[config.mk]
export PLATFORM = sky130hd
export DESIGN_NAME = datapath
export DESIGN_NICKNAME = d
export VERILOG_FILES = /design/src/rtl/lc3b_types.sv /design/src/rtl/alu.sv /design/src/rtl/control_rom.sv /design/src/rtl/datapath.sv /design/src/rtl/ir.sv /design/src/rtl/regfile.sv
export VERILOG_INCLUDE_DIRS = /design/src /design/src/include
export SDC_FILE = /design/constraint.sdc
export NUM_CORES = 1
export LEC_CHECK = 0
export ABC_AREA = 1
export BUFFER_PORTS_ARGS = -buffer_cell sky130_fd_sc_hd__clkbuf_2
export CAP_MARGIN = 10
export CORE_MARGIN = 1
export CORE_UTILIZATION = 45
export CTS_CLUSTER_DIAMETER = 60
export CTS_CLUSTER_SIZE = 30
export DETAILED_ROUTE_END_ITERATION = 10
export GPL_TIMING_DRIVEN = 0
export PLACE_DENSITY = 0.67
export SLEW_MARGIN = 20
export SYNTH_ARGS = -nofsm -noshare
export SYNTH_HDL_FRONTEND = slang
export SYNTH_SLANG_ARGS = --single-unit
[constraint.sdc]
create_clock -name clk -period 10.99 [get_ports clk]
set_clock_uncertainty 0.1 [all_clocks]
set_input_delay 2.198 -clock clk [delete_from_list [all_inputs] [get_ports clk]]
set_output_delay 2.198 -clock clk [all_outputs]
set_load 0.05 [all_outputs]
[src/include/lc3b_macros.svh]
`ifndef LC3B_MACROS_SVH
`define LC3B_MACROS_SVH

// address of the first fetch after reset
`define LC3B_RESET_PC 16'h0000

// general purpose registers R0..R7
`define LC3B_NUM_REGS 8

`endif

[src/rtl/lc3b_types.sv]
`default_nettype none

package lc3b_types;

    typedef logic [15:0] lc3b_word;
    typedef logic [7:0]  lc3b_byte;
    typedef logic [2:0]  lc3b_reg;
    typedef logic [2:0]  lc3b_nzp;        // n, z, p
    typedef logic [1:0]  lc3b_mem_wmask;  // [1] high byte, [0] low byte
    typedef logic [4:0]  lc3b_offset5;
    typedef logic [5:0]  lc3b_offset6;
    typedef logic [8:0]  lc3b_offset9;

    typedef enum logic [3:0] {
        op_br   = 4'b0000,
        op_add  = 4'b0001,
        op_ldb  = 4'b0010,
        op_stb  = 4'b0011,
        op_jsr  = 4'b0100,
        op_and  = 4'b0101,
        op_ldr  = 4'b0110,
        op_str  = 4'b0111,
        op_rti  = 4'b1000,
        op_not  = 4'b1001,
        op_ldi  = 4'b1010,
        op_sti  = 4'b1011,
        op_jmp  = 4'b1100,
        op_shf  = 4'b1101,
        op_lea  = 4'b1110,
        op_trap = 4'b1111
    } lc3b_opcode;

    typedef enum logic [1:0] {
        alu_add  = 2'b00,
        alu_and  = 2'b01,
        alu_not  = 2'b10,
        alu_pass = 2'b11
    } lc3b_aluop;

    typedef struct packed {
        lc3b_aluop     aluop;
        logic          alumux_sel;        // 0 register, 1 imm5
        logic          marmux_sel;        // 0 alu result, 1 offset adder
        logic [1:0]    regfilemux_sel;    // 00 alu, 01 mem data, 10 offset adder
        logic          load_regfile;
        logic          load_cc;
        logic          mem_read;
        logic          mem_write;
        lc3b_mem_wmask mem_byte_enable;
        logic          stb_filter_enable;
        logic          br_enable;
        logic          storemux_sel;      // 0 src2, 1 dest field
    } lc3b_control_word;

endpackage : lc3b_types

`default_nettype wire

[src/rtl/alu.sv]
`default_nettype none

module alu
(
    input  lc3b_types::lc3b_aluop aluop,
    input  lc3b_types::lc3b_word  a,
    input  lc3b_types::lc3b_word  b,
    output lc3b_types::lc3b_word  f
);

    always_comb
    begin
        case (aluop)
            lc3b_types::alu_add: f = a + b;
            lc3b_types::alu_and: f = a & b;
            lc3b_types::alu_not: f = ~a;
            default:             f = b;     // pass
        endcase
    end

endmodule : alu

`default_nettype wire

[src/rtl/control_rom.sv]
`default_nettype none

module control_rom
(
    input  lc3b_types::lc3b_opcode       opcode,
    input  logic                         imm_enable,
    input  logic                         is_nop,
    output lc3b_types::lc3b_control_word ctrl
);

    always_comb
    begin
        ctrl = '0;                      // all-inactive word
        if (!is_nop)
        begin
            case (opcode)
                lc3b_types::op_add, lc3b_types::op_and:
                begin
                    ctrl.aluop        = (opcode == lc3b_types::op_add) ?
                                        lc3b_types::alu_add : lc3b_types::alu_and;
                    ctrl.alumux_sel   = imm_enable;
                    ctrl.load_regfile = 1'b1;
                    ctrl.load_cc      = 1'b1;
                end
                lc3b_types::op_not:
                begin
                    ctrl.aluop        = lc3b_types::alu_not;
                    ctrl.load_regfile = 1'b1;
                    ctrl.load_cc      = 1'b1;
                end
                lc3b_types::op_lea:
                begin
                    ctrl.regfilemux_sel = 2'b10;  // pc + offset9
                    ctrl.load_regfile   = 1'b1;
                    ctrl.load_cc        = 1'b1;
                end
                lc3b_types::op_ldr:
                begin
                    ctrl.marmux_sel      = 1'b1;
                    ctrl.mem_read        = 1'b1;
                    ctrl.mem_byte_enable = 2'b11;
                    ctrl.regfilemux_sel  = 2'b01;
                    ctrl.load_regfile    = 1'b1;
                    ctrl.load_cc         = 1'b1;
                end
                lc3b_types::op_str:
                begin
                    ctrl.marmux_sel      = 1'b1;
                    ctrl.mem_write       = 1'b1;
                    ctrl.mem_byte_enable = 2'b11;
                    ctrl.storemux_sel    = 1'b1;
                end
                lc3b_types::op_stb:
                begin
                    ctrl.marmux_sel        = 1'b1;
                    ctrl.mem_write         = 1'b1;
                    ctrl.mem_byte_enable   = 2'b01;  // moved to high lane on odd address
                    ctrl.stb_filter_enable = 1'b1;
                    ctrl.storemux_sel      = 1'b1;
                end
                lc3b_types::op_br:
                    ctrl.br_enable = 1'b1;
                default:
                    ctrl = '0;          // unsupported opcodes run as nops
            endcase
        end
    end

endmodule : control_rom

`default_nettype wire

[src/rtl/datapath.sv]
`default_nettype none

`include "lc3b_macros.svh"

module datapath
(
    input  logic                      clk,
    input  logic                      rst_n,
    output lc3b_types::lc3b_word      instr_address,
    output logic                      instr_read,
    input  lc3b_types::lc3b_word      instr_rdata,
    input  logic                      i_mem_resp,
    output lc3b_types::lc3b_word      mem_address,
    output lc3b_types::lc3b_word      mem_wdata,
    output lc3b_types::lc3b_mem_wmask mem_byte_enable,
    output logic                      mem_read,
    output logic                      mem_write,
    input  lc3b_types::lc3b_word      mem_rdata,
    input  logic                      d_mem_resp
);

    logic global_load;
    logic is_nop;
    logic branch_taken;

    lc3b_types::lc3b_opcode  opcode;
    lc3b_types::lc3b_reg     dest, src1, src2, src_b;
    logic                    imm_enable;
    lc3b_types::lc3b_offset5 offset5;
    lc3b_types::lc3b_offset6 offset6;
    lc3b_types::lc3b_offset9 offset9;
    lc3b_types::lc3b_word    ir_word, sr1_out, sr2_out, offset_dec;

    lc3b_types::lc3b_control_word ctrl, ctrl_ex, ctrl_mem, ctrl_wb;

    lc3b_types::lc3b_word pc_plus2, pc_dec, pc_ex;
    lc3b_types::lc3b_word sr1_ex, sr2_ex, imm_ex, off_ex;
    lc3b_types::lc3b_word alumux_out, alu_out, offset_sum, offs_mem;
    lc3b_types::lc3b_word res_wb, mdr_wb, offs_wb, regfilemux_out;
    lc3b_types::lc3b_reg  dest_ex, dest_mem, dest_wb;
    lc3b_types::lc3b_nzp  cc, gencc;

    // stall everything until both memories have answered
    assign global_load = i_mem_resp & (d_mem_resp | ~(ctrl_mem.mem_read | ctrl_mem.mem_write));
    assign instr_read  = 1'b1;
    assign pc_plus2    = instr_address + 16'd2;
    assign is_nop      = (ir_word == '0);

    always_ff @(posedge clk or negedge rst_n)
    begin
        if (!rst_n)
            instr_address <= `LC3B_RESET_PC;
        else if (global_load)
            instr_address <= branch_taken ? offs_mem : pc_plus2;
    end

    ir ir_inst
    (
        .clk(clk), .rst_n(rst_n), .load(global_load), .in(instr_rdata),
        .opcode(opcode), .dest(dest), .src1(src1), .src2(src2),
        .imm_enable(imm_enable), .offset5(offset5), .offset6(offset6),
        .offset9(offset9), .out(ir_word)
    );

    control_rom control_rom_inst
    (
        .opcode(opcode), .imm_enable(imm_enable), .is_nop(is_nop), .ctrl(ctrl)
    );

    assign src_b = ctrl.storemux_sel ? dest : src2;     // stores read SR from [11:9]

    regfile regfile_inst
    (
        .clk(clk), .rst_n(rst_n), .load(ctrl_wb.load_regfile & global_load),
        .in(regfilemux_out), .src_a(src1), .src_b(src_b), .dest(dest_wb),
        .reg_a(sr1_out), .reg_b(sr2_out)
    );

    // byte offset for STB, word offsets shifted
    always_comb
    begin
        if (!ctrl.marmux_sel)
            offset_dec = {{6{offset9[8]}}, offset9, 1'b0};
        else if (ctrl.stb_filter_enable)
            offset_dec = {{10{offset6[5]}}, offset6};
        else
            offset_dec = {{9{offset6[5]}}, offset6, 1'b0};
    end

    // control copies reset to the nop word
    always_ff @(posedge clk or negedge rst_n)
    begin
        if (!rst_n)
        begin
            ctrl_ex  <= '0;
            ctrl_mem <= '0;
            ctrl_wb  <= '0;
        end
        else if (global_load)
        begin
            ctrl_ex  <= ctrl;
            ctrl_mem <= ctrl_ex;
            ctrl_wb  <= ctrl_mem;
        end
    end

    always_ff @(posedge clk)
    begin
        if (global_load)
        begin
            pc_dec   <= pc_plus2;
            pc_ex    <= pc_dec;
            sr1_ex   <= sr1_out;
            sr2_ex   <= sr2_out;
            imm_ex   <= {{11{offset5[4]}}, offset5};
            off_ex   <= offset_dec;
            dest_ex  <= dest;
            dest_mem <= dest_ex;
            dest_wb  <= dest_mem;
        end
    end

    assign alumux_out = ctrl_ex.alumux_sel ? imm_ex : sr2_ex;

    alu alu_inst
    (
        .aluop(ctrl_ex.aluop), .a(sr1_ex), .b(alumux_out), .f(alu_out)
    );

    // base register for memory ops, pc for LEA and BR
    assign offset_sum = (ctrl_ex.marmux_sel ? sr1_ex : pc_ex) + off_ex;

    always_ff @(posedge clk)
    begin
        if (global_load)
        begin
            mem_address <= ctrl_ex.marmux_sel ? offset_sum : alu_out;
            mem_wdata   <= ctrl_ex.stb_filter_enable ? {sr2_ex[7:0], sr2_ex[7:0]} : sr2_ex;
            offs_mem    <= offset_sum;  // branch target
            res_wb      <= mem_address;
            mdr_wb      <= mem_rdata;
            offs_wb     <= offs_mem;
        end
    end

    assign mem_read  = ctrl_mem.mem_read;
    assign mem_write = ctrl_mem.mem_write;
    assign mem_byte_enable = (ctrl_mem.stb_filter_enable && mem_address[0]) ?
                             2'b10 : ctrl_mem.mem_byte_enable;

    assign branch_taken = ctrl_mem.br_enable & (|(dest_mem & cc));

    always_comb
    begin
        case (ctrl_wb.regfilemux_sel)
            2'b01:   regfilemux_out = mdr_wb;
            2'b10:   regfilemux_out = offs_wb;
            default: regfilemux_out = res_wb;
        endcase
        if (regfilemux_out[15])
            gencc = 3'b100;
        else if (regfilemux_out == '0)
            gencc = 3'b010;
        else
            gencc = 3'b001;
    end

    always_ff @(posedge clk or negedge rst_n)
    begin
        if (!rst_n)
            cc <= 3'b010;               // z after reset
        else if (global_load && ctrl_wb.load_cc)
            cc <= gencc;
    end

    rw_exclusive_a : assert property (@(posedge clk) disable iff (!rst_n)
        !(mem_read && mem_write));

    // data request held with its address and data until the response
    req_hold_a : assert property (@(posedge clk) disable iff (!rst_n)
        ((mem_read || mem_write) && !d_mem_resp) |=>
            $stable({mem_read, mem_write, mem_address, mem_wdata}));

endmodule : datapath

`default_nettype wire

[src/rtl/ir.sv]
`default_nettype none

module ir
(
    input  logic                    clk,
    input  logic                    rst_n,
    input  logic                    load,
    input  lc3b_types::lc3b_word    in,
    output lc3b_types::lc3b_opcode  opcode,
    output lc3b_types::lc3b_reg     dest,
    output lc3b_types::lc3b_reg     src1,
    output lc3b_types::lc3b_reg     src2,
    output logic                    imm_enable,
    output lc3b_types::lc3b_offset5 offset5,
    output lc3b_types::lc3b_offset6 offset6,
    output lc3b_types::lc3b_offset9 offset9,
    output lc3b_types::lc3b_word    out
);

    always_ff @(posedge clk or negedge rst_n)
    begin
        if (!rst_n)
            out <= '0;                  // zero word is a nop
        else if (load)
            out <= in;
    end

    always_comb
    begin
        opcode     = lc3b_types::lc3b_opcode'(out[15:12]);
        dest       = out[11:9];         // also nzp bits of BR
        src1       = out[8:6];          // base register for LDR/STR/STB
        src2       = out[2:0];
        imm_enable = out[5];
        offset5    = out[4:0];
        offset6    = out[5:0];
        offset9    = out[8:0];
    end

endmodule : ir

`default_nettype wire

[src/rtl/regfile.sv]
`default_nettype none

`include "lc3b_macros.svh"

module regfile
(
    input  logic                 clk,
    input  logic                 rst_n,
    input  logic                 load,
    input  lc3b_types::lc3b_word in,
    input  lc3b_types::lc3b_reg  src_a,
    input  lc3b_types::lc3b_reg  src_b,
    input  lc3b_types::lc3b_reg  dest,
    output lc3b_types::lc3b_word reg_a,
    output lc3b_types::lc3b_word reg_b
);

    lc3b_types::lc3b_word data [`LC3B_NUM_REGS];

    always_ff @(posedge clk or negedge rst_n)
    begin
        if (!rst_n)
        begin
            for (int i = 0; i < `LC3B_NUM_REGS; i++)
                data[i] <= '0;
        end
        else if (load)
            data[dest] <= in;
    end

    // no write-through, reads see the old value
    assign reg_a = data[src_a];
    assign reg_b = data[src_b];

    dest_known_a : assert property (@(posedge clk) disable iff (!rst_n)
        load |-> !$isunknown(dest));

endmodule : regfile

`default_nettype wire

==> results.toml <==
[die]
die_h_um = 205
fp.dieW_um = 205
num_rows = 73
dieArea_mm2 = 0.0419
io_pins = 89
initial_core_util = 0.461
core_area_mm2 = 0.0401

[synth]
synth_area_mm2 = 0.0185
yosys_warnings = 0
synthArstFlopShare = 0.503
yosys_register_bits = 370
synth_edf_count = 184
synth.net_count = 2183
postSynth.topFlopCell = "dfrtp_1"
syn_inst = 2111
synth.distinct_cells = 51
syn_area_per_cell_um2 = 8.75
yosysSeqAreaShare = 0.551

[grt]
grt_pass1_wl_mm = 90.5
grt_use_total = 0.291
antenna_found_initial = 1
grt_max_degree = 78
first_global_vias = 14770
grt_overflow = 0

[detailed_routing]
vias = 15851
dr.pass1.iters = 6
drt_iter0_markers = 1872
routed_wl_mm = 60.4
wl_per_cell_um = 21.7
ant_nets = 0
vias_per_cell = 5.69
route.detailed.drc = 0

[clock_tree]
worstSkewPairLatency_ns = 0.63
cts_tree = "built"
cts_hold_buf = 0
cts-root-buf = "clkbuf_16"
ctsResizeCount = 0
clk_pin_slew_worst_paths_ns = 0.08
cts_max_path_buffers = 3
cts_setup_buffers = 0
clock_sinks = 370
htreeDepth = 1
cts_buffers = 31

[placed_design]
dp_cells = 2730
routabilityCongestion = 0.943
dpl.hpwl_mm = 45.9
portBuffers = 87
placed_area_mm2 = 0.0197

[timing]
rsz0062_at_grt = "no"
worst-slew-pin-transition_ns = 1.19
relSlewSlack = 0.206
drv_slew = 0
tns_ns = 0
holdWs_ns = 0.327
fin_crit_sh = 0.384
hold_violations = 0
fin_crit_ns = 4.22
fmax_mhz = 237
setup_viol = 0

[critical_path]
crit_required_ns = 11.17
crit_slowest_cell = "clkbuf_4"
path_buf_inv = 5
cp.arrival_ns = 4.40
cp_max_fo = 54
path_delay_family = "buffers and inverters"
max_stage_delay_ns = 0.80
cp-end-kind = "register"
crit_type = "in2reg"
crit_chain = "clkbuf_2, o21bai_2, nand2_4, inv_4, clkbuf_1, clkbuf_4, buf_16"
start_kind = "input pin"

[power]
p_total_w = 0.00597
ir_worst_vdd_mv = 0.136
p_leak_nw = 9.35
power_density_mw_per_mm2 = 286

[cells_and_area]
largest_reg_flops = 128
stdcell_area_mm2 = 0.0209
diodes = 0
largest-register = "regfile_inst.data"
drive_gt1_frac = 0.0915
instances_no_fill = 2788
syn2layout_area_growth_pct = 13.1
fillers = 3701
nets = 2310

[status]
outcome = "finished clean"

[run]
cap_violations = 0

[worst_hold_path]
min_path_type = "reg2reg"
-- synthesized netlist by cell type, types with 3 or more instances --
library cell	count	area, um^2
a21oi_1	186	931
nor2_8	4	80.1
nor3_1	11	55.1
buf_2	13	65.1
dfrtp_1	185	4630
edfxtp_1	184	5530
o22ai_1	5	31.3
buf_4	9	67.6
o21ai_1	22	110
o31ai_1	3	22.5
o21ai_0	290	1450
nand3b_1	7	52.6
a221oi_1	18	158
nor2_1	77	289
a31oi_1	16	100
nand3_1	71	355
inv_2	5	18.8
ha_1	34	425
nand2_1	573	2150
a21boi_0	3	22.5
nor4_1	4	25.0
a22oi_1	9	67.6
o21a_1	18	135
xor2_1	21	184
buf_6	7	78.8
nand4_1	3	18.8
inv_1	222	833
and2_1	6	37.5
clkbuf_1	73	274
clkinv_1	3	11.3
-- cell usage in the layout, fill, tap and decap left out, drive strengths merged, types with 2 or more instances in the layout --
cell type / n
edfxtp: 184
o21a: 18
fa: 2
or2: 3
o21bai: 2
clkinv: 17
dfrtp: 185
a21boi: 3
nand3b: 7
nand3: 72
clkbuf: 194
a221oi: 18
a31oi: 16
o21ai: 313
and2: 6
nand2: 575
o22ai: 5
mux2: 2
a22oi: 9
o31ai: 3
inv: 239
o221ai: 2
o211ai: 2
nand4: 3
nor3: 11
ha: 34
nor2: 81
nor4: 4
buf: 38
a21oi: 186
a21o: 2
xor2: 21
-- worst paths after layout --
path,from,cells past startpoint,slack [ns],to
min,pc_dec[11],0,0.33,pc_ex[11]
max,d_mem_resp,7,6.77,mem_wdata[9]
max in group asynchronous,rst_n,2,8.57,instr_address[12]
min reg2reg,pc_dec[11],0,0.33,pc_ex[11]
max reg2reg,ctrl_ex[12],13,7.43,mem_address[4]
min in group asynchronous,rst_n,1,1.41,regfile_inst.data[1]
-- kinds of logic (layout without fill, tap and decap cells) --
| logic type | Yosys count | count (layout) | share of synthesized area |
|---|---|---|---|
| buffers and inverters | 337 | 489 | 0.0743 |
| muxes | 2 | 2 | 0.00122 |
| adders and majority gates | 36 | 36 | 0.0252 |
| other | 1 | 1 | 0.000203 |
| AOI/OAI and AO/OA | 580 | 580 | 0.169 |
| xor gates and xnor gates | 22 | 22 | 0.0104 |
| DFF | 370 | 370 | 0.551 |
| and+or+nand+nor | 763 | 763 | 0.169 |
-- layout make-up --
type / instances / area (um^2) / share of cell area
multi-input cells: 1404 / 6930 / 0.332
clock buffers: 32 / 779 / 0.0373
repair buffers: 94 / 589 / 0.0282
plain buffers: 106 / 507 / 0.0243
inverters: 231 / 870 / 0.0416
flip-flops and latches: 370 / 10200 / 0.488
clock inverters: 26 / 367 / 0.0176
well taps: 525 / 657 / 0.0315
-- power breakdown --
part           internal [W]  switching (W)
clock              0.000575       0.000648
sequential          0.00205       0.000298
combinational      0.000673        0.00173
-- worst register-to-register path, delay by kind of cell (launching register included) --
kind	cells	cell delay [ns]
buffers and inverters	2	0.73
adders and majority gates	2	0.65
AOI/OAI and AO/OA	3	0.64
and+or+nand+nor	6	0.75
DFF	1	0.44
-- per-stage QoR --
step                      setup WS (ns)   util
after floorplan                    2.32      -
after global placement           -0.218  0.488
after detailed placement           6.17  0.492
after CTS                          6.81  0.521
after global routing               6.65  0.521
final                              6.77  0.521
-- metal layers --
metal | wire length, um | track usage | vias to the layer above
met2 | 25600 | 0.418 | 694
met3 | 5340 | 0.0466 | 88
met5 | 0 | 0 | -
met1 | 27700 | 0.451 | 7725
met4 | 1730 | 0.0797 | 0
li1 | - | - | 7344
Power figures use the tool's default switching activity.
